`src/design/cpu_defines.svh`:
```
`ifndef CPU_DEFINES_SVH
`define CPU_DEFINES_SVH

// instruction memory, in words
`define CPU_IMEM_AW 6
`define CPU_IMEM_DEPTH 64

// data memory, in words
`define CPU_DMEM_AW 6
`define CPU_DMEM_DEPTH 64

`endif

```
`src/design/ctrl_pkg.sv`:
```
`include "cpu_defines.svh"

package ctrl_pkg;

	typedef enum logic [2:0] {
		ph_fetch,
		ph_decode,
		ph_execute,
		ph_memaccess,
		ph_writeback
	} phase_e;

	typedef enum logic [1:0] {
		opnd_reg_reg,
		opnd_reg_imm,
		opnd_base_imm,
		opnd_base_index
	} operand_sel_e;

	typedef enum logic [1:0] {
		ext_zero5,
		ext_sign15,
		ext_zero15,
		ext_sign20
	} extend_sel_e;

	typedef enum logic [1:0] {
		wb_alu,
		wb_imm,
		wb_mem
	} wb_sel_e;

	typedef enum logic [3:0] {
		alu_add,
		alu_sub,
		alu_and,
		alu_or,
		alu_xor,
		alu_srl,
		alu_sll,
		alu_rotr,
		alu_pass_b
	} alu_op_e;

	typedef struct packed {
		operand_sel_e operand_sel;
		extend_sel_e  extend_sel;
		wb_sel_e      wb_sel;
		alu_op_e      alu_op;
		logic         dm_read;
		logic         dm_write;
		logic         reg_write;
	} ctrl_t;

	typedef struct packed {
		logic fetch;
		logic decode;
		logic execute;
		logic memaccess;
		logic writeback;
	} phase_strobes_t;

	typedef struct packed {
		logic                    we;
		logic [`CPU_IMEM_AW-1:0] addr;
		logic [31:0]             data;
	} imem_load_t;

	typedef struct packed {
		logic        valid;
		logic [4:0]  addr;
		logic [31:0] data;
	} retire_t;

	typedef struct packed {
		logic                    valid;
		logic [`CPU_DMEM_AW-1:0] addr;
		logic [31:0]             data;
	} store_t;

endpackage

```
`src/design/fetch_unit.sv`:
```
`timescale 1ns/100ps
`include "cpu_defines.svh"

module fetch_unit import ctrl_pkg::*; (
	input  logic        clock,
	input  logic        reset,
	input  logic        fetch,
	input  imem_load_t  load,
	output logic [31:0] instr
);

	logic [`CPU_IMEM_AW-1:0] pc;
	logic [31:0]             imem [`CPU_IMEM_DEPTH];

	// program load only while the core is held in reset
	always_ff @(posedge clock) begin
		if (reset && load.we) begin
			imem[load.addr] <= load.data;
		end
	end

	always_ff @(posedge clock or posedge reset) begin
		if (reset) begin
			pc <= '0;
		end else if (fetch) begin
			pc <= pc + 1'b1;
		end
	end

	// instruction register
	always_ff @(posedge clock) begin
		if (fetch) begin
			instr <= imem[pc];
		end
	end

endmodule

```
`config.mk`:
```
export PLATFORM = sky130hd
export DESIGN_NAME = fetch_unit
export DESIGN_NICKNAME = d
export VERILOG_FILES = /design/src/design/ctrl_pkg.sv /design/src/design/fetch_unit.sv
export VERILOG_INCLUDE_DIRS = /design/src /design/src/design
export SDC_FILE = /design/constraint.sdc
export NUM_CORES = 2
export LEC_CHECK = 0
export BUFFER_PORTS_ARGS = -buffer_cell sky130_fd_sc_hd__buf_4
export CAP_MARGIN = 15
export CORE_ASPECT_RATIO = 2
export CORE_UTILIZATION = 55
export DETAILED_ROUTE_END_ITERATION = 8
export PLACE_DENSITY = 0.8
export SETUP_SLACK_MARGIN = 0.15
export SYNTH_ARGS = -nofsm -noshare
export SYNTH_HDL_FRONTEND = slang
export SYNTH_SLANG_ARGS = --single-unit
```
`constraint.sdc`:
```
create_clock -name clock -period 2.1 [get_ports clock]
set_input_delay 0.42 -clock clock [delete_from_list [all_inputs] [get_ports clock]]
set_output_delay 0.42 -clock clock [all_outputs]
set_load 0.02 [all_outputs]
```
==> run summary <==
Status - finished, violations left
Failing checks - setup timing
Final critical-path required period - 2.83 ns
Setup TNS - -17.67 ns
Reg2reg setup slack - -0.73 ns
RSZ-0062 raised after global routing - yes
Largest delay share family, worst path - simple AND/OR/NAND/NOR gates
Layout Nets - 3862
Crit path buf inv count - 2
Hold crit path type - in2reg
First-pass iteration count of the detailed router - 6
Clk Latency, worst-skew pair - 0.85 ns
Total GRT Usage - 0.328
Synth async-reset ratio - 0.00288
P&R area growth vs syn - 19.4%
Final RePlAce weighted congestion - 0.832
Fill count - 7884
Max Freq - 354 MHz
Commonest non-fill, non-tap cell in the layout - edfxtp_1
Total wire length - 245000 um
Worst reg2reg path depth - 7
Vias per cell - 7.23
Post-synth top flop - edfxtp_1
Clock buffer depth - 4
Clock sink total - 2086
Max-cap violations - 0
Share of cells above drive strength 1 - 0.386
Largest net degree at the start of global routing - 68
Crit-path cells - buf_12 -> nor2b_4 -> buf_4 -> a22oi_2 -> nand2_2 -> a21oi_1 -> o22ai_1
Initial antenna violation count - 7
DR DRC count - 0
Worst-margin pin slew - 1.13 ns
Leak - 29.9 nW
Syn Nets - 3354
Pwr/cell area - 1310 nW/um^2
Netlist cell types - 32
CTS tree - yes
Slew Viols, Final - 0
IO buf count - 73
Final core utilization - 0.662
Vias - 42.1k
Die ar. - 145000 um^2
Initial DRC Count - 6375
CP required - 2.72 ns
Mapped Cells - 3311
Final Cycle Share - 1.35
Worst setup path end - instr[31]
Worst setup margin - -0.728 ns
Worst-path fanout max - 19
CP Depth - 7
Syn avg cell area - 23.9 um^2
Slew HR - 0.243
Worst r2r src - pc[1]
Crit Path Class - reg2reg
Global-route wire length before repair - 328000 um
Core Footprint - 142000 um^2
Worst Setup End Kind - flop
Final HPWL DP - 124000 um
Count of boundary I/O pins - 74
Total CTS buffers - 165
Die Wd - 270 um
Average wire per standard cell - 42.1 um
Die Y - 538 um
Post-synth EDFFs - 2080
Worst vdd ir - 0.799 mV
Slowest Stage Delay on Critical Path - 0.91 ns
FF+latch count, synth - 2086
Worst Skew - 0.0543 ns
Placed insts - 5458
Placed cell area - 86600 um^2
Worst EP arrival - 3.45 ns
Worst setup path startpoint - pc[1]
Root buffer cell - clkbuf_16
Final hold vios - 0
Synth Warn # - 0
Final setup violation count - 35
CP startpoint kind - flop
Reg2reg end - instr[31]
Post-Layout Cell Count - 5821
Initial Utilization - 0.554
Row count - 196
CP max stage cell - nor2b_4
Aggregate global routing overflow - 0
CTS clk-pin slew, worst paths - 0.08 ns
Commonest non-fill, non-tap cells in the layout - edfxtp_1, mux4_2, buf_4, buf_12, clkbuf_16
Vias in the first global route - 42.9k
Antenna-violating nets left - 0
Max H-tree Level - 4
Seq/Total Area, Yosys - 0.793
Post-Syn Area - 79000 um^2
Design area - 94300 um^2
==> metrics by stage <==
stage | worst slack [ns] | hold WS [ns] | total power, mW
global placement | -0.564 | 0.406 | 82.3
CTS | -0.503 | 0.0305 | 120
floorplan | -0.148 | 0.211 | 68.7
detailed placement | -0.603 | 0.422 | 83.1
global route | -0.676 | 0.0362 | 126
finish | -0.728 | 0.0532 | 124
==> where the power goes <==
group / total [mW] / leakage (nW) / switching (mW) / internal [mW]
Sequential: 47.6 / 18.8 / 0.998 / 46.6
Combinational: 43.0 / 8.44 / 22.4 / 20.6
Clock: 33.0 / 2.65 / 15.0 / 18.0
==> synth_stat cells, types with 3 or more instances <==
cell         n  area (um^2)
nor2_1      74          278
mux2_2       7         78.8
clkbuf_1    87          327
nand3_1      3         15.0
xnor2_1      3         26.3
edfxtp_1  2080        62500
a22oi_1     60          450
buf_4       36          270
o22ai_1     64          400
or3b_2       3         26.3
buf_2       41          205
buf_6        6         67.6
mux4_2     546        12300
nand2_1     73          274
a211o_1     30          263
a21oi_1     60          300
buf_1       12         45.0
nor3_1       6         30.0
nand2b_1     3         18.8
mux2i_1     60          601
nor2b_1      4         25.0
dfrtp_1      6          150
nand3b_1     5         37.5
o221ai_1    30          263
==> flip-flops by register name, indices dropped and copies added, names as in the netlist <==
signal and cells:
pc 6, instr 32, imem 2048
==> logic make-up after synthesis <==
| group | synth area share |
|---|---|
| multiplexers | 0.164 |
| adder cells (fa/ha/maj) | 0.000158 |
| AND/OR/NAND/NOR | 0.00939 |
| flip-flops | 0.793 |
| XOR/XNOR | 0.000554 |
| buffers and inverters | 0.0116 |
| AO/OA/AOI/OAI | 0.0214 |
==> worst min path at each step <==
stage          start   endpoint  depth (start not counted)
2_1_floorplan  reset      pc[0]                          1
3_3_place_gp   reset      pc[1]                          2
3_5_place_dp   reset      pc[1]                          2
4_1_cts        fetch   instr[2]                          1
5_1_grt        fetch  instr[27]                          1
6_report       fetch  instr[27]                          1
==> routing by layer <==
layer	track usage	share of wire
met5	0	0.00013
met2	0.578	0.51
met4	0.222	0.087
met1	0.363	0.28
met3	0.0589	0.12
==> timing repair <==
item                                    in CTS  in global routing
endpoints found under the setup margin      54                 51
hold buffers                                 1                  0
setup buffers                               44                 15
cloned                                      10                  5
gates resized for setup                    170                 90
endpoints found under the hold margin        6                  0
pin swaps                                   24                 35
==> final cells by class <==
cell class	count	area [um^2]	share of cell area
Inverter	1	3.75	0.0000398
Sequential cell	2086	62600	0.664
Clock inverter	91	1140	0.0121
Multi-Input combinational cell	1042	16700	0.177
Timing Repair Buffer	523	7130	0.0756
Clock buffer	192	4290	0.0455
Tap cell	1881	2350	0.0250
Antenna cell	5	12.5	0.000133
Power figures use the tool's default switching activity.
