### config.mk
export PLATFORM = sky130hd
export DESIGN_NAME = data_mem
export DESIGN_NICKNAME = d
export VERILOG_FILES = /design/src/design/ctrl_pkg.sv /design/src/design/data_mem.sv
export VERILOG_INCLUDE_DIRS = /design/src /design/src/design
export SDC_FILE = /design/constraint.sdc
export NUM_CORES = 2
export LEC_CHECK = 0
export BUFFER_PORTS_ARGS = -buffer_cell sky130_fd_sc_hd__buf_4
export CAP_MARGIN = 20
export CORE_UTILIZATION = 50
export CTS_BUF_LIST = sky130_fd_sc_hd__clkbuf_4 sky130_fd_sc_hd__clkbuf_8 sky130_fd_sc_hd__clkbuf_16
export CTS_CLUSTER_SIZE = 10
export DETAILED_ROUTE_END_ITERATION = 12
export PLACE_DENSITY_LB_ADDON = 0.05
export SLEW_MARGIN = 20
export SYNTH_ARGS = -nofsm -noshare
export SYNTH_HDL_FRONTEND = slang
export SYNTH_SLANG_ARGS = --single-unit
export TNS_END_PERCENT = 1
### constraint.sdc
create_clock -name clock -period 5.5 [get_ports clock]
set_input_delay 0.275 -clock clock [delete_from_list [all_inputs] [get_ports clock]]
set_output_delay 0.275 -clock clock [all_outputs]
set_load 0.005 [all_outputs]
### src/design/cpu_defines.svh
`ifndef CPU_DEFINES_SVH
`define CPU_DEFINES_SVH

// instruction memory, in words
`define CPU_IMEM_AW 6
`define CPU_IMEM_DEPTH 64

// data memory, in words
`define CPU_DMEM_AW 6
`define CPU_DMEM_DEPTH 64

`endif

### src/design/ctrl_pkg.sv
`include "cpu_defines.svh"

package ctrl_pkg;

	typedef enum logic [2:0] {
		ph_fetch,
		ph_decode,
		ph_execute,
		ph_memaccess,
		ph_writeback
	} phase_e;

	typedef enum logic [1:0] {
		opnd_reg_reg,
		opnd_reg_imm,
		opnd_base_imm,
		opnd_base_index
	} operand_sel_e;

	typedef enum logic [1:0] {
		ext_zero5,
		ext_sign15,
		ext_zero15,
		ext_sign20
	} extend_sel_e;

	typedef enum logic [1:0] {
		wb_alu,
		wb_imm,
		wb_mem
	} wb_sel_e;

	typedef enum logic [3:0] {
		alu_add,
		alu_sub,
		alu_and,
		alu_or,
		alu_xor,
		alu_srl,
		alu_sll,
		alu_rotr,
		alu_pass_b
	} alu_op_e;

	typedef struct packed {
		operand_sel_e operand_sel;
		extend_sel_e  extend_sel;
		wb_sel_e      wb_sel;
		alu_op_e      alu_op;
		logic         dm_read;
		logic         dm_write;
		logic         reg_write;
	} ctrl_t;

	typedef struct packed {
		logic fetch;
		logic decode;
		logic execute;
		logic memaccess;
		logic writeback;
	} phase_strobes_t;

	typedef struct packed {
		logic                    we;
		logic [`CPU_IMEM_AW-1:0] addr;
		logic [31:0]             data;
	} imem_load_t;

	typedef struct packed {
		logic        valid;
		logic [4:0]  addr;
		logic [31:0] data;
	} retire_t;

	typedef struct packed {
		logic                    valid;
		logic [`CPU_DMEM_AW-1:0] addr;
		logic [31:0]             data;
	} store_t;

endpackage

### src/design/data_mem.sv
`timescale 1ns/100ps
`include "cpu_defines.svh"

module data_mem import ctrl_pkg::*; (
	input  logic                    clock,
	input  logic                    memaccess,
	input  ctrl_t                   ctrl,
	input  logic [`CPU_DMEM_AW-1:0] addr,
	input  logic [31:0]             wdata,
	output logic [31:0]             rdata
);

	logic [31:0] mem [`CPU_DMEM_DEPTH];

	always_ff @(posedge clock) begin
		if (memaccess && ctrl.dm_write) begin
			mem[addr] <= wdata;
		end
		if (memaccess && ctrl.dm_read) begin
			rdata <= mem[addr];
		end
	end

endmodule

==> results.ini <==
[sta]
skew_ns = 0.0259
drv_slew = 0
fin_crit_ns = 3.48
setup_viol = 0
max-slew-margin-rel = 0.0949
grt_setup_unrepaired = no
hold_viol = 0
fin_setup_tns_ns = 0
fmax_mhz = 287
tightest_slew_ns = 1.32
min_period_over_period = 0.633

[die]
fp.dieH_microns = 399
pin_count = 85
die-area_sq_um = 160000
die_x_microns = 399
start_util = 0.504
core_area_sq_um = 157000
fp-row-count = 145

[clocking]
cts_tree = done
cts_resized = 0
clk_pin_slew_worst_paths_ns = 0.05
post_cts_buffers = 0
numCtsBuffers = 228
clock_latency_ns = 0.86
cts-root-buf = clkbuf_16
cts_sinks = 2080
cts_max_path_buffers = 3
htree_levels = 4

[synth]
synth_nets = 4503
yosys_warnings = 0
syn_inst = 4450
synth_area_leaders = edfxtp_1 (79%), a221oi_1 (3.3%), a22oi_1 (3.3%), mux2_2 (2.3%), mux2i_1 (2.1%)
yosysTopAreaCell = edfxtp_1
synth.cell_area_sq_um = 79000
synth_top_area_frac = 0.791
synth-async-reset-ratio = 0
synth-seq-area-share = 0.791
synth_cell_types = 56
synth_edf_count = 2080
ys_ff_latch = 2080
synth.avg_cell_area_sq_um = 17.7
synth_ff_type = edfxtp_1

[placed_design]
dp_hpwl_microns = 132000
port_buffers = 73
place_congestion = 0.824

[drt]
dr.first_iter.drc_count = 4934
avgViaCountPerCell = 6.68
firstDrtPassIters = 6
antenna_left = 0
vias = 44960
wirelength_microns = 234000
drc = 0
post_drt_wl_per_cell_microns = 34.8

[global_route]
antenna_found_initial = 22
track_usage = 0.295
grt_pass1_wl_microns = 330000
grt_max_degree = 95
grt_pass1_vias = 42997
grt-ovfl-total = 0

[min_path]
min_path_cells = 1
whs_endpoint = mem[22][13]$_DFFE_PP_
worstHoldStart = wdata[13]
min_path_type = input pin to flip-flop

[critical_path]
r2r-end = rdata[14]$_DFFE_PP_
cp-end-kind = flip-flop
worstPathArrival_ns = 4.03
required_ns = 6.04
critPathKind = input pin to flip-flop
r2r_start = mem[7][14]$_DFFE_PP_
crit_fanout = 53
start_kind = input pin
r2r_cells = 5
rrSetupSlack_ns = 2.47

[pwr]
peakVddDrop_mv = 0.362
power_leakage_nw = 27.8
powerDensity_nw_per_um2 = 364
power_mw = 32.6

[run]
drv_cap = 0

[outcome]
status = finished, final reports clean

[finish]
layout_commonest_cell = edfxtp_1
final_cell_mix = edfxtp_1 (2080), a22oi_1 (348), a221oi_1 (299), clkbuf_16 (233), buf_4 (225)
area_growth_pct = 13.1
fin_nets = 4685
drive_gt1_frac = 0.173

[how the worst max path moves through the flow]
stage | from | end | depth (start not counted)
2_1_floorplan | addr[1] | mem[17][0]$_DFFE_PP_ | 7
3_5_place_dp | addr[2] | rdata[10]$_DFFE_PP_ | 9
6_report | addr[2] | rdata[10]$_DFFE_PP_ | 9
5_1_grt | addr[1] | mem[50][29]$_DFFE_PP_ | 7
4_1_cts | addr[2] | rdata[10]$_DFFE_PP_ | 9
3_3_place_gp | addr[2] | rdata[10]$_DFFE_PP_ | 9
[where the power goes]
part / switching (mW) / leakage (nW) / internal, mW
Combinational: 1.22 / 6.03 / 0.478
Sequential: 0.0307 / 18.7 / 17.5
Clock: 5.73 / 3.03 / 7.55
[cells in the mapped netlist, types with 2 or more instances]
library cell and instances:
mux4_2 10, nor3_1 76, mux2_2 163, and3_1 3, mux2i_1 163, buf_6 15, o211ai_1 28, clkbuf_1 174
a31oi_1 16, a221oi_1 299, edfxtp_1 2080, a211oi_1 31, a22o_1 43, or2_2 15, nor2_1 170, buf_2 87
o2111ai_1 2, nor2b_1 6, inv_1 3, nor3b_1 2, o32ai_1 5, a21oi_1 87, buf_4 15, or3_1 16
a221oi_2 11, o22a_1 30, o21ai_0 109, and2_1 4, o21ai_1 6, nor4_1 14, a2111oi_0 4, or4_1 20
o221ai_1 8, inv_2 2, o22ai_1 189, nand2_1 84, a311oi_1 13, nand3_1 41, buf_1 42, a22oi_1 348
[metrics by stage]
| stage | worst slack [ns] | hold slack (ns) | instances | cell area (sq um) | utilization |
|---|---|---|---|---|---|
| 2_1_floorplan | 2.17 | 0.374 | 4450 | 79000 | - |
| 3_3_place_gp | 1.17 | 0.695 | 6431 | 82900 | 0.529 |
| 3_5_place_dp | 1.18 | 0.697 | 6431 | 82900 | 0.529 |
| 4_1_cts | 2.09 | 0.00507 | 6727 | 89300 | 0.570 |
| 5_1_grt | 1.96 | 0.0414 | 6728 | 89300 | 0.570 |
| 6_report | 2.02 | 0.0224 | 6735 | 89300 | 0.571 |
[kinds of logic after synthesis]
kind of cell	synth area share
mux	0.0468
simple gates	0.0271
flops	0.791
buf+inv	0.0196
compound gates	0.115
[area by class of cell]
type,count,area (sq um)
clock buffer,256,6000
antenna,8,20.0
fill,11980,67200
timing repair buffer,286,2600
inverter,5,27.5
multi-input combinational,2031,15500
tap,2058,2570
clock inverter,11,130
sequential,2080,62500
[worst max-delay path: stages]
cell and delay (ns):
buf_8 0.41, inv_6 0.21, nand2_1 0.60, buf_4 0.29, o22ai_1 0.10, nor4_1 0.84, buf_4 0.24, o211ai_1 0.20
or4_1 0.70
[per-layer routing]
metal,wire length (microns),track usage,up-vias
li1,-,-,18849
met1,100000,0.436,23668
met2,109000,0.452,2091
met3,19100,0.0491,346
met4,5830,0.0819,6
met5,43,0,-
[sequential cells by signal, summed over array words and instances, names as in the netlist]
signal	flops
mem	2048
rdata	32
[timing repair]
action | in CTS | in global routing
hold buffers | 29 | 0
endpoints found under the setup margin | 0 | 0
endpoints found under the hold margin | 784 | 0
Note: power is estimated with default switching activity, not from simulation.
