[src/design/cpu_defines.svh]
`ifndef CPU_DEFINES_SVH
`define CPU_DEFINES_SVH

// instruction memory, in words
`define CPU_IMEM_AW 6
`define CPU_IMEM_DEPTH 64

// data memory, in words
`define CPU_DMEM_AW 6
`define CPU_DMEM_DEPTH 64

`endif

[src/design/isa_pkg.sv]
package isa_pkg;

	// major opcode, instruction bits 30:25
	typedef enum logic [5:0] {
		op_ty_base = 6'b100000,
		op_addi    = 6'b101000,
		op_ori     = 6'b101100,
		op_xori    = 6'b101011,
		op_movi    = 6'b100010,
		op_lwi     = 6'b000010,
		op_swi     = 6'b001010,
		op_ty_ls   = 6'b011100
	} opcode_e;

	// ty_base sub-opcode, bits 4:0
	typedef enum logic [4:0] {
		sub_add   = 5'b00000,
		sub_sub   = 5'b00001,
		sub_and   = 5'b00010,
		sub_xor   = 5'b00011,
		sub_or    = 5'b00100,
		sub_slli  = 5'b01000,
		sub_srli  = 5'b01001,
		sub_rotri = 5'b01011
	} base_subop_e;

	// ty_ls sub-opcode, bits 7:0
	typedef enum logic [7:0] {
		ls_lw = 8'b00000010,
		ls_sw = 8'b00001010
	} ls_subop_e;

	typedef struct packed {
		opcode_e     opcode;
		logic [4:0]  rt;
		logic [4:0]  ra;
		logic [4:0]  rb;
		base_subop_e base_subop;
		ls_subop_e   ls_subop;
		logic [1:0]  sv;
		logic [4:0]  imm5;
		logic [14:0] imm15;
		logic [19:0] imm20;
	} instr_fields_t;

endpackage

[src/design/ctrl_pkg.sv]
`include "cpu_defines.svh"

package ctrl_pkg;

	typedef enum logic [2:0] {
		ph_fetch,
		ph_decode,
		ph_execute,
		ph_memaccess,
		ph_writeback
	} phase_e;

	typedef enum logic [1:0] {
		opnd_reg_reg,
		opnd_reg_imm,
		opnd_base_imm,
		opnd_base_index
	} operand_sel_e;

	typedef enum logic [1:0] {
		ext_zero5,
		ext_sign15,
		ext_zero15,
		ext_sign20
	} extend_sel_e;

	typedef enum logic [1:0] {
		wb_alu,
		wb_imm,
		wb_mem
	} wb_sel_e;

	typedef enum logic [3:0] {
		alu_add,
		alu_sub,
		alu_and,
		alu_or,
		alu_xor,
		alu_srl,
		alu_sll,
		alu_rotr,
		alu_pass_b
	} alu_op_e;

	typedef struct packed {
		operand_sel_e operand_sel;
		extend_sel_e  extend_sel;
		wb_sel_e      wb_sel;
		alu_op_e      alu_op;
		logic         dm_read;
		logic         dm_write;
		logic         reg_write;
	} ctrl_t;

	typedef struct packed {
		logic fetch;
		logic decode;
		logic execute;
		logic memaccess;
		logic writeback;
	} phase_strobes_t;

	typedef struct packed {
		logic                    we;
		logic [`CPU_IMEM_AW-1:0] addr;
		logic [31:0]             data;
	} imem_load_t;

	typedef struct packed {
		logic        valid;
		logic [4:0]  addr;
		logic [31:0] data;
	} retire_t;

	typedef struct packed {
		logic                    valid;
		logic [`CPU_DMEM_AW-1:0] addr;
		logic [31:0]             data;
	} store_t;

endpackage

[src/design/execute_unit.sv]
`timescale 1ns/100ps

module execute_unit import isa_pkg::*, ctrl_pkg::*; (
	input  logic          clock,
	input  logic          reset,
	input  logic          execute,
	input  ctrl_t         ctrl,
	input  instr_fields_t fields,
	input  logic [31:0]   ra_data,
	input  logic [31:0]   rb_data,
	output logic [31:0]   result
);

	logic [31:0] imm_ext;
	logic [31:0] op_b;
	logic [63:0] rot_src;
	logic [31:0] alu_out;

	always_comb begin
		case (ctrl.extend_sel)
			ext_zero5:  imm_ext = {27'd0, fields.imm5};
			ext_sign15: imm_ext = {{17{fields.imm15[14]}}, fields.imm15};
			ext_zero15: imm_ext = {17'd0, fields.imm15};
			ext_sign20: imm_ext = {{12{fields.imm20[19]}}, fields.imm20};
			default:    imm_ext = 32'd0;
		endcase
	end

	always_comb begin
		case (ctrl.operand_sel)
			opnd_reg_reg:    op_b = rb_data;
			opnd_reg_imm:    op_b = imm_ext;
			opnd_base_imm:   op_b = {17'd0, fields.imm15};
			opnd_base_index: op_b = rb_data << fields.sv;
			default:         op_b = rb_data;
		endcase
	end

	// low half of the doubled word gives rotate right
	assign rot_src = {ra_data, ra_data} >> op_b[4:0];

	always_comb begin
		case (ctrl.alu_op)
			alu_add:    alu_out = ra_data + op_b;
			alu_sub:    alu_out = ra_data - op_b;
			alu_and:    alu_out = ra_data & op_b;
			alu_or:     alu_out = ra_data | op_b;
			alu_xor:    alu_out = ra_data ^ op_b;
			alu_srl:    alu_out = ra_data >> op_b[4:0];
			alu_sll:    alu_out = ra_data << op_b[4:0];
			alu_rotr:   alu_out = rot_src[31:0];
			alu_pass_b: alu_out = op_b;
			default:    alu_out = 32'd0;
		endcase
	end

	always_ff @(posedge clock or posedge reset) begin
		if (reset) begin
			result <= '0;
		end else if (execute) begin
			result <= alu_out;
		end
	end

endmodule

[config.mk]
export PLATFORM = sky130hd
export DESIGN_NAME = execute_unit
export DESIGN_NICKNAME = d
export VERILOG_FILES = /design/src/design/isa_pkg.sv /design/src/design/ctrl_pkg.sv /design/src/design/execute_unit.sv
export VERILOG_INCLUDE_DIRS = /design/src /design/src/design
export SDC_FILE = /design/constraint.sdc
export NUM_CORES = 1
export LEC_CHECK = 0
export ABC_AREA = 1
export BUFFER_PORTS_ARGS = -buffer_cell sky130_fd_sc_hd__buf_2
export CAP_MARGIN = 5
export CORE_MARGIN = 5
export CORE_UTILIZATION = 65
export CTS_CLUSTER_DIAMETER = 40
export DETAILED_ROUTE_END_ITERATION = 16
export PLACE_DENSITY = 0.92
export SYNTH_ARGS = -nofsm -noshare
export SYNTH_HDL_FRONTEND = slang
export SYNTH_SLANG_ARGS = --single-unit
[constraint.sdc]
create_clock -name clock -period 1.77 [get_ports clock]
set_input_delay 0.0885 -clock clock [delete_from_list [all_inputs] [get_ports clock]]
set_output_delay 0.0885 -clock clock [all_outputs]
set_load 0.005 [all_outputs]
==> results of run 1 <==
==> cells by family after synthesis <==
| family | count (synthesis) | share of synthesized area (%) |
|---|---|---|
| flops | 32 | 6.655 |
| fa+ha+maj | 92 | 9.629 |
| compound gates | 295 | 14.00 |
| simple gates | 1609 | 55.95 |
| xor+xnor | 28 | 2.038 |
| buf+inv | 338 | 11.73 |
==> metrics by stage <==
stage / utilization, % / instances / setup slack [ns]
floorplan: - / 2394 / -1.785
detailed placement: 88.85 / 3083 / -2.612
global placement: 88.85 / 3083 / -2.299
==> impl_metrics.env, run 1 <==
export IMPL_cts_root_buf="clkbuf_16"
export IMPL_synth_cell_types=48
export IMPL_syn_area_per_cell_sq_um=5.026
export IMPL_synth_area_leaders="nand2_1, nand3_1, ha_1, dfrtp_1, inv_1"
export IMPL_synth_common_cells="nand2_1, nand3_1, inv_1"
export IMPL_syn_nets=2642
export IMPL_cts_sinks=32
export IMPL_placement_io_buffers=148
export IMPL_numCtsBuffers=5
export IMPL_post_cts_buffers=46
export IMPL_io_pins=188
export IMPL_clockBufferDepth=2
export IMPL_post_dp_hpwl_microns=55070
export IMPL_yosysMostFrequentCell="nand2_1"
export IMPL_synth_top_area_share_pct=31.66
export IMPL_synthFlopType="dfrtp_1"
export IMPL_yosysWarnings=0
export IMPL_async_reset_ff_share_pct=100.0
export IMPL_ys_ff_latch=32
export IMPL_dieWidth_microns=146.1
export IMPL_synth_top_area_cell="nand2_1"
export IMPL_synth_edf_count=0
export IMPL_placed_area_sq_mm=0.01607
export IMPL_cts_resized=316
export IMPL_initial_core_util_pct=66.53
export IMPL_haltStage="clock tree synthesis (4_1_cts)"
export IMPL_cts_max_level=2
export IMPL_postSynthCellCount=2394
export IMPL_gp_congestion=1.281
export IMPL_fp_dieH_microns=146.1
export IMPL_run_status="did not finish"
export IMPL_placementRows=49
export IMPL_synth_seq_area_share_pct=6.655
export IMPL_stop_error="[ERROR DPL-0033] detailed placement checks failed during check placement."
export IMPL_cts_hold_buf=1
export IMPL_synth_area_sq_mm=0.01203
==> run 2, diff against run 1 <==
--- a/config.mk
+++ b/config.mk
@@ -10,10 +10,9 @@
 export BUFFER_PORTS_ARGS = -buffer_cell sky130_fd_sc_hd__buf_2
 export CAP_MARGIN = 5
 export CORE_MARGIN = 5
-export CORE_UTILIZATION = 65
-export CTS_CLUSTER_DIAMETER = 40
+export CORE_UTILIZATION = 40
 export DETAILED_ROUTE_END_ITERATION = 16
-export PLACE_DENSITY = 0.92
+export PLACE_DENSITY_LB_ADDON = 0.15
 export SYNTH_ARGS = -nofsm -noshare
 export SYNTH_HDL_FRONTEND = slang
 export SYNTH_SLANG_ARGS = --single-unit
==> run 2 against run 1 <==
Effect of this change:
- the flow now finishes, with violations (setup timing)
- synthesized area unchanged
- synthesized cell count unchanged
==> impl_metrics.env, run 2 <==
export IMPL_run_status="complete, but fails checks"
export IMPL_violations="setup timing"
export IMPL_pwr_share_clk_pct=9.2
export IMPL_largest_register="result"
export IMPL_post_dp_hpwl_microns=56480
export IMPL_synth_area_leaders="nand2_1, nand3_1, ha_1, dfrtp_1, inv_1"
export IMPL_reg2reg_to="result[31]"
export IMPL_crit_family="simple AND/OR/NAND/NOR gates"
export IMPL_cts_tree="yes"
export IMPL_wire_per_inst_microns=20.98
export IMPL_grt_util_met3_pct=6.292
export IMPL_largest_reg_flops=32
export IMPL_async_reset_ff_share_pct=100.0
export IMPL_syn_area_per_cell_sq_um=5.026
export IMPL_switching_power_uw=5803
export IMPL_comb_power_share_pct=82.4
export IMPL_placed_area_sq_mm=0.01716
export IMPL_busiest_layer="met2"
export IMPL_min_from="execute"
export IMPL_rsz0062_at_grt="yes"
export IMPL_hold_path_cell_count=4
export IMPL_grt_pass1_vias=18680
export IMPL_synth_top_area_cell="nand2_1"
export IMPL_slowest_stage="ha_4"
export IMPL_p_total_uw=11410
export IMPL_placementRows=63
export IMPL_antenna_found_initial=0
export IMPL_drv_cap=0
export IMPL_worstPathMaxFanout=8
export IMPL_fp_dieH_microns=183.4
export IMPL_reg_top3="result: 32 flops"
export IMPL_reg2reg_slack_ns=1.10
export IMPL_final_area_sq_mm=0.01987
export IMPL_whs_endpoint="result[4]"
export IMPL_switching_share_pct=50.87
export IMPL_r2r_cells=2
export IMPL_drive_gt1_share_pct=36.13
export IMPL_core_area_sq_mm=0.02964
export IMPL_synth_common_cells="nand2_1, nand3_1, inv_1"
export IMPL_placement_io_buffers=148
export IMPL_setup_worst_path_class="primary input to register"
export IMPL_synth_edf_count=0
export IMPL_required_ns=1.94
export IMPL_arrival_ns=4.12
export IMPL_path_common_cell="nand2_1"
export IMPL_postSynthCellCount=2394
export IMPL_gp_congestion=1.069
export IMPL_grt_max_degree=60
export IMPL_dieWidth_microns=183.4
export IMPL_seq_power_share_pct=8.4
export IMPL_cts_root_buf="clkbuf_16"
export IMPL_ant_nets=0
export IMPL_final_common_cell="nand2_1"
export IMPL_min_path_type="primary input to register"
export IMPL_fin_nets=3300
export IMPL_met2_usage_pct=65.92
export IMPL_area_growth_synth_to_final_pct=65.09
export IMPL_synth_cell_types=48
export IMPL_grt_use_met1_pct=47.99
export IMPL_report_final_slew_viol_count=0
export IMPL_p_leak_uw=0.01101
export IMPL_io_pins=188
export IMPL_slowest_delay_ns=0.31
export IMPL_drtIter0Drc=2318
export IMPL_post_route_min_period_ns=3.953
export IMPL_antenna_cells=0
export IMPL_worst_hold_slack_ns=0.2019
export IMPL_layout_setup_ws_ns=-2.183
export IMPL_die_area_sq_mm=0.03365
export IMPL_via_per_inst=5.663
export IMPL_ys_ff_latch=32
export IMPL_synth_area_sq_mm=0.01203
export IMPL_finalSetupTns_ns=-55.85
export IMPL_yosysWarnings=0
export IMPL_drc=0
export IMPL_synth_top_area_share_pct=31.66
export IMPL_post_route_period_util_pct=223.4
export IMPL_numCtsBuffers=5
export IMPL_clock_latency_ns=0.28
export IMPL_syn_nets=2642
export IMPL_grt_pass1_wl_microns=106000
export IMPL_regToRegStartpoint="result[31]"
export IMPL_end_kind="register"
export IMPL_initial_core_util_pct=40.60
export IMPL_grt_usage_pct=40.24
export IMPL_clockBufferDepth=2
export IMPL_power_density_mw_per_mm2=574.2
export IMPL_hold_viol_final=0
export IMPL_skew_ns=0
export IMPL_critPathBufInv=8
export IMPL_grt_ovfl_total=0
export IMPL_tightest_slew_ns=0.7147
export IMPL_final_cell_mix="nand2_1, buf_4, nand3_1"
export IMPL_yosysMostFrequentCell="nand2_1"
export IMPL_p_int_uw=5603
export IMPL_drt_wl_total_microns=72220
export IMPL_cts_sinks=32
export IMPL_startpoint_type="primary input"
export IMPL_fmax_mhz=253.0
export IMPL_cts_max_level=2
export IMPL_num_vias=19500
export IMPL_setup_viol=32
export IMPL_ir_worst_vdd_uv=397.5
export IMPL_clk_pin_slew_ns=0.05
export IMPL_synth_seq_area_share_pct=6.655
export IMPL_synthFlopType="dfrtp_1"
export IMPL_slew_headroom_pct=52.36
export IMPL_first_pass_iters=7
-- run 2: cell families (layout without fill, tap and decap cells) --
family / Yosys count / in the layout / synth area share [%]
AOI/OAI and AO/OA: 295 / 295 / 14.00
xor gates and xnor gates: 28 / 28 / 2.038
adders and majority gates: 92 / 92 / 9.629
buffers and inverters: 338 / 997 / 11.73
DFF: 32 / 32 / 6.655
and+or+nand+nor: 1609 / 1609 / 55.95
-- run 2: power groups by stage --
stage                     logic (uW)  registers, uW  clock network [uW]
final                           9400            955                1050
after global routing           10000            971                1100
after CTS                       8570            955                1060
after detailed placement        7490            965                   0
after global placement          7430            960                   0
after floorplan                 3880            974                   0
-- run 2: worst max path at each step --
stage / startpoint / endpoint / slack, ns / cells after the start
after detailed placement: ctrl[11] / result[23] / -2.76 / 29
after global routing: fields[40] / result[30] / -2.41 / 33
after CTS: fields[40] / result[23] / -1.80 / 30
final: fields[40] / result[30] / -2.18 / 33
after floorplan: ctrl[12] / result[30] / -1.78 / 35
after global placement: ctrl[12] / result[23] / -2.76 / 28
-- run 2: layout make-up --
cell class | count | area (sq um)
sequential | 32 | 800.8
timing repair buffer | 770 | 6000
inverter | 219 | 858.3
fill | 2690 | 9773
clock inverter | 1 | 30.03
multi-input combinational | 2024 | 11540
tap | 390 | 488.0
clock buffer | 7 | 152.6
-- run 2: routing by layer --
metal	up-vias	wire length (microns)
li1	9108	-
met1	8923	26670
met2	1150	32670
met3	315	6178
met4	0	6709
met5	-	0
-- run 2: worst min-delay path, stage by stage --
cell and delay [ns]:
buf_2 0.09, inv_1 0.13, nand2_1 0.09, nand2_1 0.04
-- run 2: repair_timing --
item	4_1_cts	5_1_grt
setup buffers	57	27
hold endpoints to repair	32	0
gates cloned	2	0
pin swaps	138	121
hold buffers	1	0
gates resized for setup	326	112
setup endpoints to repair	32	32
-- run 2: through the flow --
| step | util (%) | setup slack (ns) | std cells |
|---|---|---|---|
| after floorplan | - | -1.785 | 2394 |
| after global placement | 57.89 | -2.760 | 3354 |
| after detailed placement | 57.89 | -2.756 | 3354 |
| after CTS | 64.72 | -1.800 | 3418 |
| after global routing | 67.03 | -2.411 | 3443 |
| final | 67.03 | -2.183 | 3443 |
Note: power is estimated with default switching activity, not from simulation.
