$ cat config.mk
export PLATFORM = sky130hd
export DESIGN_NAME = controller
export DESIGN_NICKNAME = d
export VERILOG_FILES = /design/src/design/isa_pkg.sv /design/src/design/ctrl_pkg.sv /design/src/design/controller.sv
export VERILOG_INCLUDE_DIRS = /design/src /design/src/design
export SDC_FILE = /design/constraint.sdc
export NUM_CORES = 1
export LEC_CHECK = 0
export ABC_AREA = 1
export BUFFER_PORTS_ARGS = -buffer_cell sky130_fd_sc_hd__buf_2
export CELL_PAD_IN_SITES_DETAIL_PLACEMENT = 0
export CELL_PAD_IN_SITES_GLOBAL_PLACEMENT = 2
export CORE_MARGIN = 4
export CORE_UTILIZATION = 19
export CTS_BUF_LIST = sky130_fd_sc_hd__clkbuf_8
export DETAILED_ROUTE_END_ITERATION = 12
export GPL_TIMING_DRIVEN = 0
export PLACE_DENSITY_LB_ADDON = 0.1
export SLEW_MARGIN = 20
export SYNTH_ARGS = -nofsm -noshare
export SYNTH_HDL_FRONTEND = slang
export SYNTH_SLANG_ARGS = --single-unit
$ cat constraint.sdc
create_clock -name clock -period 1.4 [get_ports clock]
set_input_delay 0.21 -clock clock [delete_from_list [all_inputs] [get_ports clock]]
set_output_delay 0.21 -clock clock [all_outputs]
set_load 0.005 [all_outputs]
$ cat src/design/cpu_defines.svh
`ifndef CPU_DEFINES_SVH
`define CPU_DEFINES_SVH

// instruction memory, in words
`define CPU_IMEM_AW 6
`define CPU_IMEM_DEPTH 64

// data memory, in words
`define CPU_DMEM_AW 6
`define CPU_DMEM_DEPTH 64

`endif

$ cat src/design/isa_pkg.sv
package isa_pkg;

	// major opcode, instruction bits 30:25
	typedef enum logic [5:0] {
		op_ty_base = 6'b100000,
		op_addi    = 6'b101000,
		op_ori     = 6'b101100,
		op_xori    = 6'b101011,
		op_movi    = 6'b100010,
		op_lwi     = 6'b000010,
		op_swi     = 6'b001010,
		op_ty_ls   = 6'b011100
	} opcode_e;

	// ty_base sub-opcode, bits 4:0
	typedef enum logic [4:0] {
		sub_add   = 5'b00000,
		sub_sub   = 5'b00001,
		sub_and   = 5'b00010,
		sub_xor   = 5'b00011,
		sub_or    = 5'b00100,
		sub_slli  = 5'b01000,
		sub_srli  = 5'b01001,
		sub_rotri = 5'b01011
	} base_subop_e;

	// ty_ls sub-opcode, bits 7:0
	typedef enum logic [7:0] {
		ls_lw = 8'b00000010,
		ls_sw = 8'b00001010
	} ls_subop_e;

	typedef struct packed {
		opcode_e     opcode;
		logic [4:0]  rt;
		logic [4:0]  ra;
		logic [4:0]  rb;
		base_subop_e base_subop;
		ls_subop_e   ls_subop;
		logic [1:0]  sv;
		logic [4:0]  imm5;
		logic [14:0] imm15;
		logic [19:0] imm20;
	} instr_fields_t;

endpackage

$ cat src/design/ctrl_pkg.sv
`include "cpu_defines.svh"

package ctrl_pkg;

	typedef enum logic [2:0] {
		ph_fetch,
		ph_decode,
		ph_execute,
		ph_memaccess,
		ph_writeback
	} phase_e;

	typedef enum logic [1:0] {
		opnd_reg_reg,
		opnd_reg_imm,
		opnd_base_imm,
		opnd_base_index
	} operand_sel_e;

	typedef enum logic [1:0] {
		ext_zero5,
		ext_sign15,
		ext_zero15,
		ext_sign20
	} extend_sel_e;

	typedef enum logic [1:0] {
		wb_alu,
		wb_imm,
		wb_mem
	} wb_sel_e;

	typedef enum logic [3:0] {
		alu_add,
		alu_sub,
		alu_and,
		alu_or,
		alu_xor,
		alu_srl,
		alu_sll,
		alu_rotr,
		alu_pass_b
	} alu_op_e;

	typedef struct packed {
		operand_sel_e operand_sel;
		extend_sel_e  extend_sel;
		wb_sel_e      wb_sel;
		alu_op_e      alu_op;
		logic         dm_read;
		logic         dm_write;
		logic         reg_write;
	} ctrl_t;

	typedef struct packed {
		logic fetch;
		logic decode;
		logic execute;
		logic memaccess;
		logic writeback;
	} phase_strobes_t;

	typedef struct packed {
		logic                    we;
		logic [`CPU_IMEM_AW-1:0] addr;
		logic [31:0]             data;
	} imem_load_t;

	typedef struct packed {
		logic        valid;
		logic [4:0]  addr;
		logic [31:0] data;
	} retire_t;

	typedef struct packed {
		logic                    valid;
		logic [`CPU_DMEM_AW-1:0] addr;
		logic [31:0]             data;
	} store_t;

endpackage

$ cat src/design/controller.sv
`timescale 1ns/100ps

module controller import isa_pkg::*, ctrl_pkg::*; (
	input  logic           clock,
	input  logic           reset,
	input  logic [31:0]    instr,
	output phase_strobes_t strobes,
	output instr_fields_t  fields,
	output ctrl_t          ctrl
);

	localparam ctrl_t nop_ctrl = '{
		operand_sel: opnd_reg_reg,
		extend_sel:  ext_zero5,
		wb_sel:      wb_alu,
		alu_op:      alu_add,
		dm_read:     1'b0,
		dm_write:    1'b0,
		reg_write:   1'b0
	};

	phase_e phase;
	phase_e phase_next;
	ctrl_t  ctrl_dec;

	// instruction slices, stable from decode until the next fetch
	always_comb begin
		fields.opcode     = opcode_e'(instr[30:25]);
		fields.rt         = instr[24:20];
		fields.ra         = instr[19:15];
		fields.rb         = instr[14:10];
		fields.base_subop = base_subop_e'(instr[4:0]);
		fields.ls_subop   = ls_subop_e'(instr[7:0]);
		fields.sv         = instr[9:8];
		fields.imm5       = instr[14:10];
		fields.imm15      = instr[14:0];
		fields.imm20      = instr[19:0];
	end

	always_ff @(posedge clock or posedge reset) begin
		if (reset) begin
			phase <= ph_fetch;
		end else begin
			phase <= phase_next;
		end
	end

	always_comb begin
		strobes = '0;
		phase_next = ph_fetch;
		case (phase)
			ph_fetch: begin
				strobes.fetch = 1'b1;
				phase_next = ph_decode;
			end
			ph_decode: begin
				strobes.decode = 1'b1;
				phase_next = ph_execute;
			end
			ph_execute: begin
				strobes.execute = 1'b1;
				phase_next = ph_memaccess;
			end
			ph_memaccess: begin
				strobes.memaccess = 1'b1;
				phase_next = ph_writeback;
			end
			ph_writeback: begin
				strobes.writeback = 1'b1;
			end
			default: begin
				phase_next = ph_fetch;
			end
		endcase
	end

	// decoder, undefined codes fall through to nop
	always_comb begin
		ctrl_dec = nop_ctrl;
		case (fields.opcode)
			op_ty_base: begin
				ctrl_dec.reg_write = 1'b1;
				case (fields.base_subop)
					sub_add: ctrl_dec.alu_op = alu_add;
					sub_sub: ctrl_dec.alu_op = alu_sub;
					sub_and: ctrl_dec.alu_op = alu_and;
					sub_or:  ctrl_dec.alu_op = alu_or;
					sub_xor: ctrl_dec.alu_op = alu_xor;
					sub_srli: begin
						ctrl_dec.operand_sel = opnd_reg_imm;
						ctrl_dec.alu_op = alu_srl;
					end
					sub_slli: begin
						ctrl_dec.operand_sel = opnd_reg_imm;
						ctrl_dec.alu_op = alu_sll;
					end
					sub_rotri: begin
						ctrl_dec.operand_sel = opnd_reg_imm;
						ctrl_dec.alu_op = alu_rotr;
					end
					default: ctrl_dec.reg_write = 1'b0;
				endcase
			end
			op_addi, op_ori, op_xori: begin
				ctrl_dec.operand_sel = opnd_reg_imm;
				ctrl_dec.reg_write = 1'b1;
				if (fields.opcode == op_addi) begin
					ctrl_dec.extend_sel = ext_sign15;
					ctrl_dec.alu_op = alu_add;
				end else begin
					ctrl_dec.extend_sel = ext_zero15;
					ctrl_dec.alu_op = (fields.opcode == op_ori) ? alu_or : alu_xor;
				end
			end
			op_movi: begin
				ctrl_dec.operand_sel = opnd_reg_imm;
				ctrl_dec.extend_sel = ext_sign20;
				ctrl_dec.alu_op = alu_pass_b;
				ctrl_dec.wb_sel = wb_imm;
				ctrl_dec.reg_write = 1'b1;
			end
			op_lwi, op_swi: begin
				ctrl_dec.operand_sel = opnd_base_imm;
				ctrl_dec.extend_sel = ext_zero15;
				ctrl_dec.wb_sel = wb_mem;
				ctrl_dec.dm_read = (fields.opcode == op_lwi);
				ctrl_dec.dm_write = (fields.opcode == op_swi);
				ctrl_dec.reg_write = (fields.opcode == op_lwi);
			end
			op_ty_ls: begin
				ctrl_dec.operand_sel = opnd_base_index;
				ctrl_dec.wb_sel = wb_mem;
				ctrl_dec.dm_read = (fields.ls_subop == ls_lw);
				ctrl_dec.dm_write = (fields.ls_subop == ls_sw);
				ctrl_dec.reg_write = (fields.ls_subop == ls_lw);
			end
			default: ctrl_dec = nop_ctrl;
		endcase
	end

	// held from end of decode through writeback
	always_ff @(posedge clock or posedge reset) begin
		if (reset) begin
			ctrl <= nop_ctrl;
		end else if (strobes.decode) begin
			ctrl <= ctrl_dec;
		end
	end

endmodule

==> results of run 1 <==
-- power groups by stage --
stage | sequential (mW) | clock [mW] | combinational (mW)
after global routing | 0.476 | 0.432 | 0.456
after floorplan | 0.484 | 0 | 0.237
after CTS | 0.475 | 0.415 | 0.417
final | 0.475 | 0.398 | 0.407
after detailed placement | 0.484 | 0 | 0.416
after global placement | 0.483 | 0 | 0.418
-- final cells by class --
type	instances	area (um^2)
buffer	78	596
tap	102	128
timing repair buffer	114	589
inverter	17	63.8
multi-input combinational	100	509
sequential	16	402
fill	887	5510
clock buffer	4	55.1
-- kinds of logic after synthesis --
group,Yosys count
buffers and inverters,95
and+or+nand+nor,86
DFF,16
AOI/OAI and AO/OA,14
-- flip-flops by register name, summed over array words and instances (netlist names) --
name   count
phase      3
ctrl      13
-- synthesized netlist by cell type (all sizes together) --
cell type | count | area share
a21boi | 2 | 0.0096
buf | 77 | 0.37
o21ai | 5 | 0.016
and2 | 1 | 0.0040
nor2 | 22 | 0.069
nor3 | 5 | 0.023
clkbuf | 1 | 0.0088
o211ai | 1 | 0.0048
inv | 17 | 0.041
o21a | 3 | 0.014
a21oi | 3 | 0.0096
dfrtp | 16 | 0.26
nand4 | 6 | 0.024
nand2 | 41 | 0.10
nand3 | 11 | 0.045
-- how the worst min path moves through the flow --
stage | depth (start not counted) | slack (ns) | start | to
2_1_floorplan | 1 | 0.12 | reset | ctrl[0]
3_3_place_gp | 2 | 0.33 | reset | ctrl[11]
3_5_place_dp | 2 | 0.32 | reset | ctrl[11]
4_1_cts | 2 | 0.06 | reset | ctrl[11]
5_1_grt | 2 | 0.09 | reset | ctrl[11]
6_report | 2 | 0.03 | reset | ctrl[11]
-- routing by layer --
layer	vias to the layer above	part of all wire	routed length, um
met4	0	0.0072	31
met1	689	0.41	1770
li1	822	-	-
met5	-	0	0
met2	71	0.50	2140
met3	2	0.083	355
-- critical path, stage by stage (launching register included) --
cell      delay, ns
dfrtp_1        0.40
nor3_4         0.24
clkbuf_8       0.17
buf_6          0.09
-- timing repair --
action / CTS / global route
pin swaps: 1 / 1
gates resized for setup: 1 / 5
setup buffers: 5 / 0
setup endpoints to repair: 1 / 4
endpoints found under the hold margin: 0 / 0
-- stage by stage --
stage               instances  setup WS, ns   util  area [um^2]
floorplan                 211         0.279      -         1560
global placement          422        0.0921  0.284         2230
detailed placement        422        0.0838  0.284         2230
CTS                       431        0.0126  0.296         2320
global route              431       -0.0386  0.298         2340
finish                    431        0.0452  0.298         2340
==> summary.md, run 1 <==
| Metric | Value |
|---|---|
| Synth Area in XOR/XNOR | `0` |
| Core Area | `just under 0.008 mm^2` |
| GPL Wtd Cong | `0.686` |
| CP Class | `reg -> out` |
| Final Hold Fails | `0` |
| Die height | `98.6 um` |
| Post-synthesis compound-gate area fraction | `0.0546` |
| Initial antenna violation count | `0` |
| Tmin final | `about 1.4 ns` |
| Pin count of the biggest net entering global routing | `17` |
| Fmax | `738 MHz` |
| CTS Buffer Depth | `2` |
| Io pins | `around 130` |
| Commonest non-fill, non-tap cell in the layout | `buf_2` |
| RSZ-0062 raised after global routing | `yes` |
| Max-Cap Viols | `0` |
| NetSw | `0.316 mW` |
| Worst r2r dst | `ctrl[1]` |
| Layout cells sized above 1 | `0.660` |
| Vias/cell | `3.68` |
| CTS sink count | `16` |
| Highest-count cells in the layout ignoring fill and taps | `buf_2 (108), buf_4 (81), nand2_1 (39)` |
| Port bufs | `109` |
| Pwr Total | `1.28 mW` |
| Largest family of logic cells by synthesized area | `buffers and inverters` |
| Worst Path Max Fanout | `2` |
| Slew Viols, Final | `0` |
| Clk network pwr share | `0.311` |
| Vias | `1584` |
| Worst Path Arrival | `1.14 ns` |
| ANT cells | `0` |
| CP Data Required Time | `1.19 ns` |
| R2r worst-path depth | `5` |
| Switch share | `0.247` |
| Outcome | `complete, no violations` |
| Chip Width | `98.6 um` |
| Skew-Pair Late Insertion Delay | `0.24 ns` |
| Crit share post-route | `0.968` |
| P&R area growth vs syn | `50.2%` |
| Worst min-delay path category | `in -> async` |
| #FFs+latches synth | `16` |
| Worst Skew | `roughly 0.0023 ns` |
| Fin Hold WS | `0.0345 ns` |
| Yosys cell types | `24` |
| Vias in the first global route | `1585` |
| Pwr dens | `547 mW/mm^2` |
| Fin nets | `around 360` |
| Initial DRC count | `32` |
| Power Internal | `0.964 mW` |
| Most crowded layer after global routing | `met2` |
| Sequential fraction of the synthesis area | `0.257` |
| Slew at the pin with the worst max-slew slack | `0.623 ns` |
| Syn avg cell area | `7.39 um^2` |
| DP HPWL | `around 3700 um` |
| Initial Util | `0.199` |
| First-pass GRT wire length | `7090 um` |
| DRT Pass-1 Iters | `5` |
| Adder-cell share of the synthesized area | `0` |
| Leakage power total | `around 1.4 nW` |
| DRT antenna net count | `0` |
| Logic pwr share | `0.318` |
| Routed WL | `between 4000 and 5000 um` |
| Avg WL per Cell | `9.97 um` |
| CTS Buf Count | `3` |
| Clock Pin Slew Worst Setup and Hold Paths | `0.06 ns` |
| CTS root buffer | `clkbuf_8` |
| GRT met3 Usage | `0.0205` |
| Placement Rows | `32` |
| GR Layer Usage met2 | `0.155` |
| Die area | `~0.01 mm^2` |
| CP Capture Type | `primary output` |
| Met1 usage | `0.109` |
| Mapped cell area | `0.00156 mm^2` |
| Syn Nets | `~250` |
| Post-Route Setup TNS | `0 ns` |
| CTS tree | `done` |
| Crit path capture | `strobes[3]` |
| Final setup vio count | `0` |
| Hold_buf cts | `0` |
| Relative slew slack | `0.585` |
| Peak supply drop | `between 400 and 500 uV` |
| Synth Area in Simple Gates | `0.266` |
| Mux share of post-synthesis cell area | `0` |
| Tot GR Track Use | `0.0873` |
| Cells after Synth | `around 210` |
| Synth Warn # | `0` |
| Gr ovfl total | `0` |
| CP startpoint kind | `flip-flop` |
| FF-to-FF setup slack | `between 0.1 and 0.15 ns` |
| Flop pwr share | `0.371` |
| H-Tree Level Count | `1` |
| Beginning of the critical path | `phase[1]` |
| Post-route DRC | `0` |
| Reg2reg start | `phase[1]` |
No activity file was read; power rests on OpenSTA's default activity.
==> run 2: changes to the inputs <==
Clock period 1.4 ns to 1.5 ns, I/O delays scaled along.
==> summary.md, run 2 (synthesis gave the netlist of run 1 again) <==
| Metric | Value |
|---|---|
| Outcome | `complete, no violations (unchanged)` |
| Skew-Pair Late Insertion Delay | `0.24 ns (about the same)` |
| RSZ-0062 raised after global routing | `no (was yes)` |
| Final setup vio count | `0 (unchanged)` |
| Die area | `0.00972 mm^2 (unchanged)` |
| Vias/cell | `3.70 (was 3.68)` |
| CP Cell Sequence | `nor3_4 -> buf_8 -> buf_2 (was nor3_4 -> clkbuf_8 -> buf_6)` |
| Initial antenna violation count | `0 (unchanged)` |
| Initial DRC count | `27 (was 32)` |
| Relative slew slack | `0.582 (was 0.585)` |
| CP startpoint kind | `flip-flop (unchanged)` |
| Highest-count cells in the layout ignoring fill and taps | `buf_2 (109), buf_4 (80), nand2_1 (40) (was buf_2 (108), buf_4 (81), nand2_1 (39))` |
| Pwr dens | `514 mW/mm^2 (was 547 mW/mm^2)` |
| Initial Util | `0.199 (unchanged)` |
| Largest register FFs | `13 (unchanged)` |
| First-pass GRT wire length | `7040 um (was 7090 um)` |
| CP bufs+invs | `2 (unchanged)` |
| CTS Buffer Depth | `2 (unchanged)` |
| Final Hold Fails | `0 (unchanged)` |
| Vias | `1589 (was 1584)` |
| Fmax | `slightly above 700 MHz` |
| CTS tree | `done (unchanged)` |
| Critical path's top delay family | `flip-flops (unchanged)` |
| Pin count of the biggest net entering global routing | `17 (unchanged)` |
| Slew Viols, Final | `0 (unchanged)` |
| Io pins | `128 (unchanged)` |
| H-Tree Level Count | `1 (unchanged)` |
| Top Registers | `ctrl (13), phase (3) (unchanged)` |
| Peak supply drop | `379 uV (was 407 uV)` |
| GR Layer Usage met2 | `0.154 (was 0.155)` |
| Most flops, register | `ctrl (unchanged)` |
| Worst Path Max Fanout | `6 (was 2)` |
| Tmin final | `~1.4 ns` |
| DRT Pass-1 Iters | `5 (unchanged)` |
| CP max-delay cell | `dfrtp_2 (was dfrtp_1)` |
| DRT antenna net count | `0 (unchanged)` |
| Crit share post-route | `0.944` |
| Dpl ws | `0.184 ns (was 0.0838 ns)` |
| Fin Hold WS | `0.0509 ns (was 0.0345 ns)` |
| CTS Buf Count | `3 (unchanged)` |
| Gr ovfl total | `0 (unchanged)` |
| Port bufs | `109 (unchanged)` |
| Worst Skew | `0.00297 ns (was 0.00235 ns)` |
| Routed WL | `4250 um (was 4300 um)` |
| Placement Rows | `32 (unchanged)` |
| Commonest non-fill, non-tap cell in the layout | `buf_2 (unchanged)` |
| Final WS setup | `0.0843 ns (was 0.0452 ns)` |
| CTS sink count | `16 (unchanged)` |
| Placed cell areas | `0.00223 mm^2 (unchanged)` |
| Tot GR Track Use | `0.0867 (was 0.0873)` |
| Post-Route Setup TNS | `0 ns (unchanged)` |
| Met1 usage | `0.107 (was 0.109)` |
| Avg WL per Cell | `9.88 um (was 9.97 um)` |
| Slew at the pin with the worst max-slew slack | `0.626 ns (was 0.623 ns)` |
| Clock Pin Slew Worst Setup and Hold Paths | `0.06 ns (about the same)` |
| Layout cells sized above 1 | `0.649 (was 0.660)` |
| Most crowded layer after global routing | `met2 (unchanged)` |
| Chip Width | `98.6 um (unchanged)` |
| Worst min-delay path category | `in -> async (unchanged)` |
| Fin nets | `363 (was 364)` |
| DP HPWL | `3720 um (unchanged)` |
| CP Class | `reg -> out (unchanged)` |
| CTS root buffer | `clkbuf_8 (unchanged)` |
| Worst Path Arrival | `1.19 ns (was 1.14 ns)` |
| Design area | `0.00232 mm^2 (was 0.00234 mm^2)` |
| Max incr delay on CP | `0.43 ns (was 0.40 ns)` |
| Fillers | `896 (was 887)` |
| Core Area | `0.00785 mm^2 (unchanged)` |
| CP Capture Type | `primary output (unchanged)` |
| Pwr Total | `1.19 mW (was 1.28 mW)` |
| Die height | `98.6 um (unchanged)` |
| Post-route DRC | `0 (unchanged)` |
| P&R area growth vs syn | `48.9% (was 50.2%)` |
| Max-Cap Viols | `0 (unchanged)` |
| GRT met3 Usage | `0.0205 (unchanged)` |
| CP Data Required Time | `1.27 ns (was 1.19 ns)` |
| ANT cells | `0 (unchanged)` |
| GPL Wtd Cong | `0.686 (unchanged)` |
| Vias in the first global route | `1564 (was 1585)` |
| Leakage power total | `1.39 nW (was 1.40 nW)` |
-- run 2: timing repair --
item | CTS | global route
endpoints found under the hold margin | 0 | 0
gates cloned | 0 | 0
hold buffers | 0 | 0
pin swaps | 1 | 1
endpoints found under the setup margin | 1 | 1
setup buffers | 1 | 3
resized for setup | 0 | 3
-- run 2: area by class of cell --
cell class | instances | area [um^2] | share of cell area
clock buffer | 4 | 55.1 | 0.0237
buffer | 78 | 597 | 0.257
timing repair buffer | 113 | 576 | 0.248
inverter | 17 | 63.8 | 0.0275
multi-input combinational | 100 | 499 | 0.215
sequential | 16 | 403 | 0.174
tap | 102 | 128 | 0.0550
-- run 2: power by group --
| group | switching [mW] | internal, mW | leakage (nW) |
|---|---|---|---|
| logic | 0.151 | 0.228 | 1.15 |
| registers | 0.00392 | 0.439 | 0.215 |
| clock network | 0.139 | 0.232 | 0.0288 |
-- run 2: path summary, 6_finish.rpt --
path	from	slack, ns	cells past startpoint	to
worst max-delay path	phase[2]	0.08	3	strobes[3]
worst min-delay path	reset	0.05	2	ctrl[11]
worst max register to register	phase[2]	0.16	5	ctrl[10]
worst min register to register	phase[0]	0.43	1	phase[0]
max in group asynchronous	reset	1.01	2	phase[1]
min in group clock	instr[27]	0.42	4	ctrl[9]
-- run 2: per-stage QoR --
| step | util | cells |
|---|---|---|
| 2_1_floorplan | - | 211 |
| 3_3_place_gp | 0.284 | 422 |
| 3_5_place_dp | 0.284 | 422 |
| 4_1_cts | 0.292 | 427 |
| 5_1_grt | 0.296 | 430 |
| 6_report | 0.296 | 430 |
-- run 2: metal layers --
metal  up-vias  share of wire
met4         0         0.0073
met3         2          0.086
li1        822              -
met1       694           0.41
met2        71           0.50
met5         -              0
==> run 3: changes to the inputs <==
Settings changed: HOLD_SLACK_MARGIN set to 0.15, RECOVER_POWER set to 25.
==> summary.md, run 3 (synthesis gave the netlist of run 1 again) <==
| Metric | Value |
|---|---|
| Slew at the pin with the worst max-slew slack | `0.617 ns (was 0.626 ns)` |
| Vias/cell | `3.68 (was 3.70)` |
| DRT Pass-1 Iters | `5 (unchanged)` |
| Avg WL per Cell | `9.82 um (was 9.88 um)` |
| Gr ovfl total | `0 (unchanged)` |
| Fmax | `706 MHz (about the same)` |
| Port bufs | `109 (unchanged)` |
| Die height | `98.6 um (unchanged)` |
| CP Class | `reg -> out (unchanged)` |
| CTS sink count | `16 (unchanged)` |
| DP HPWL | `3720 um (unchanged)` |
| Max-Cap Viols | `0 (unchanged)` |
| Crit path capture | `strobes[3] (unchanged)` |
| Fin nets | `364 (was 363)` |
| DRT antenna net count | `0 (unchanged)` |
| Final Hold Fails | `0 (unchanged)` |
| Core Area | `0.00785 mm^2 (unchanged)` |
| Placed Cells | `422 (unchanged)` |
| CP startpoint kind | `flip-flop (unchanged)` |
| CTS root buffer | `clkbuf_8 (unchanged)` |
| Crit path depth | `3 (unchanged)` |
| Switch share | `0.248 (was 0.246)` |
| Commonest non-fill, non-tap cell in the layout | `buf_2 (unchanged)` |
| P&R area growth vs syn | `49.4% (was 48.9%)` |
| H-Tree Level Count | `1 (unchanged)` |
| Placement Rows | `32 (unchanged)` |
| Post-route DRC | `0 (unchanged)` |
| Beginning of the critical path | `phase[2] (unchanged)` |
| Relative slew slack | `0.588 (was 0.582)` |
| Highest-count cells in the layout ignoring fill and taps | `buf_2 (107), buf_4 (51), nand2_1 (40) (was buf_2 (109), buf_4 (80), nand2_1 (40))` |
| Fin Hold WS | `0.416 ns (was 0.0509 ns)` |
| RSZ-0062 raised after global routing | `no (unchanged)` |
| Reg2reg start | `phase[2] (unchanged)` |
| Post-Route Setup TNS | `0 ns (unchanged)` |
| Pwr dens | `512 mW/mm^2 (was 514 mW/mm^2)` |
| CP max-delay cell | `dfrtp_2 (unchanged)` |
| Leakage power total | `1.38 nW (was 1.39 nW)` |
| Critical path's top delay family | `flip-flops (unchanged)` |
| Clk network pwr share | `0.313 (was 0.311)` |
| ANT cells | `0 (unchanged)` |
| Met1 WL | `1710 um (was 1730 um)` |
| Worst Skew | `0.00418 ns (was 0.00297 ns)` |
| R2r worst-path depth | `5 (unchanged)` |
| CP bufs+invs | `2 (unchanged)` |
| Logic pwr share | `0.316 (was 0.318)` |
| Finished Layout Cells | `431 (was 430)` |
| Initial antenna violation count | `0 (unchanged)` |
| Peak supply drop | `382 uV (was 379 uV)` |
| Max incr delay on CP | `0.43 ns (about the same)` |
| Outcome | `complete, no violations (unchanged)` |
| Skew-Pair Late Insertion Delay | `0.24 ns (about the same)` |
| Top Registers | `ctrl (13), phase (3) (unchanged)` |
| Met3 Wirelength | `374 um (was 364 um)` |
| First-pass GRT wire length | `7060 um (was 7040 um)` |
| Tmin final | `1.42 ns (about the same)` |
| NetSw | `0.296 mW (was 0.294 mW)` |
| Worst r2r dst | `ctrl[10] (unchanged)` |
| CP Cell Sequence | `nor3_4 -> buf_8 -> buf_2 (unchanged)` |
| Largest register FFs | `13 (unchanged)` |
| Power Internal | `0.897 mW (was 0.900 mW)` |
| GPL Wtd Cong | `0.686 (unchanged)` |
| Worst Path Arrival | `1.19 ns (about the same)` |
| CP Data Required Time | `1.27 ns (about the same)` |
| Worst Path Max Fanout | `6 (unchanged)` |
| Crit share post-route | `0.944 (about the same)` |
| Max layer used | `met4 (unchanged)` |
| Tot GR Track Use | `0.0869 (was 0.0867)` |
| CTS tree | `done (unchanged)` |
| FF-to-FF setup slack | `0.16 ns (about the same)` |
| Vias in the first global route | `1564 (unchanged)` |
| Worst min-delay path category | `in -> reg (was in -> async)` |
| Routed WL | `4230 um (was 4250 um)` |
| Die area | `0.00972 mm^2 (unchanged)` |
| Layout cells sized above 1 | `0.641 (was 0.649)` |
| Chip Width | `98.6 um (unchanged)` |
| Initial Util | `0.199 (unchanged)` |
| Pin count of the biggest net entering global routing | `17 (unchanged)` |
| Clock Pin Slew Worst Setup and Hold Paths | `0.06 ns (about the same)` |
| Most flops, register | `ctrl (unchanged)` |
| Final setup vio count | `0 (unchanged)` |
| CTS Buffer Depth | `2 (unchanged)` |
| WL met2 | `2120 um (about the same)` |
| Vias | `1588 (was 1589)` |
| Initial DRC count | `33 (was 27)` |
| Fillers | `900 (was 896)` |
| Flop pwr share | `0.371 (about the same)` |
| CTS Buf Count | `3 (unchanged)` |
| CP Capture Type | `primary output (unchanged)` |
| Io pins | `128 (unchanged)` |
| Slew Viols, Final | `0 (unchanged)` |
==> run 3: worst min path at each step <==
| stage | endpoint | cells after the start | startpoint |
|---|---|---|---|
| 5_1_grt | ctrl[9] | 4 | instr[27] |
| 3_3_place_gp | ctrl[11] | 2 | reset |
| 6_report | ctrl[9] | 4 | instr[27] |
| 4_1_cts | ctrl[9] | 4 | instr[27] |
| 3_5_place_dp | ctrl[11] | 2 | reset |
| 2_1_floorplan | ctrl[0] | 1 | reset |
==> run 3: what timing repair did <==
item	4_1_cts	5_1_grt
setup buffers	1	3
hold buffers	1	0
pin swaps	1	1
gates cloned	0	0
endpoints found under the setup margin	1	1
hold endpoints to repair	16	0
resized for setup	0	3
==> run 3: power groups by stage <==
stage | logic (mW) | registers, mW | clock network [mW]
floorplan | 0.221 | 0.452 | 0
global placement | 0.390 | 0.451 | 0
detailed placement | 0.388 | 0.451 | 0
CTS | 0.391 | 0.443 | 0.388
global route | 0.423 | 0.444 | 0.403
finish | 0.377 | 0.443 | 0.373
==> run 3: layer usage <==
metal | up-vias | global-route usage
met5 | - | 0
met4 | 0 | 0.0158
met3 | 2 | 0.0205
met2 | 72 | 0.154
met1 | 690 | 0.108
li1 | 824 | -
==> run 3: layout make-up <==
class	instances	area (um^2)	share of cell area
well taps	102	128	0.0548
flip-flops and latches	16	403	0.173
multi-input cells	100	499	0.214
plain buffers	78	597	0.256
inverters	17	63.8	0.0274
clock buffers	4	55.1	0.0236
repair buffers	114	583	0.250
==> run 3: metrics by stage <==
| step | setup WS (ns) | utilization | total power, mW | area (um^2) |
|---|---|---|---|---|
| after global routing | 0.000490 | 0.297 | 1.27 | 2330 |
| after global placement | 0.192 | 0.284 | 0.841 | 2230 |
| after floorplan | 0.379 | - | 0.673 | 1560 |
| final | 0.0838 | 0.297 | 1.19 | 2330 |
| after CTS | 0.00483 | 0.294 | 1.22 | 2300 |
| after detailed placement | 0.184 | 0.284 | 0.839 | 2230 |
==> run 3: tightest hold or removal path: cells and delay by family <==
family / cells / cell delay (ns)
and+or+nand+nor: 1 / 0.07
buffers and inverters: 1 / 0.14
AOI/OAI and AO/OA: 2 / 0.18
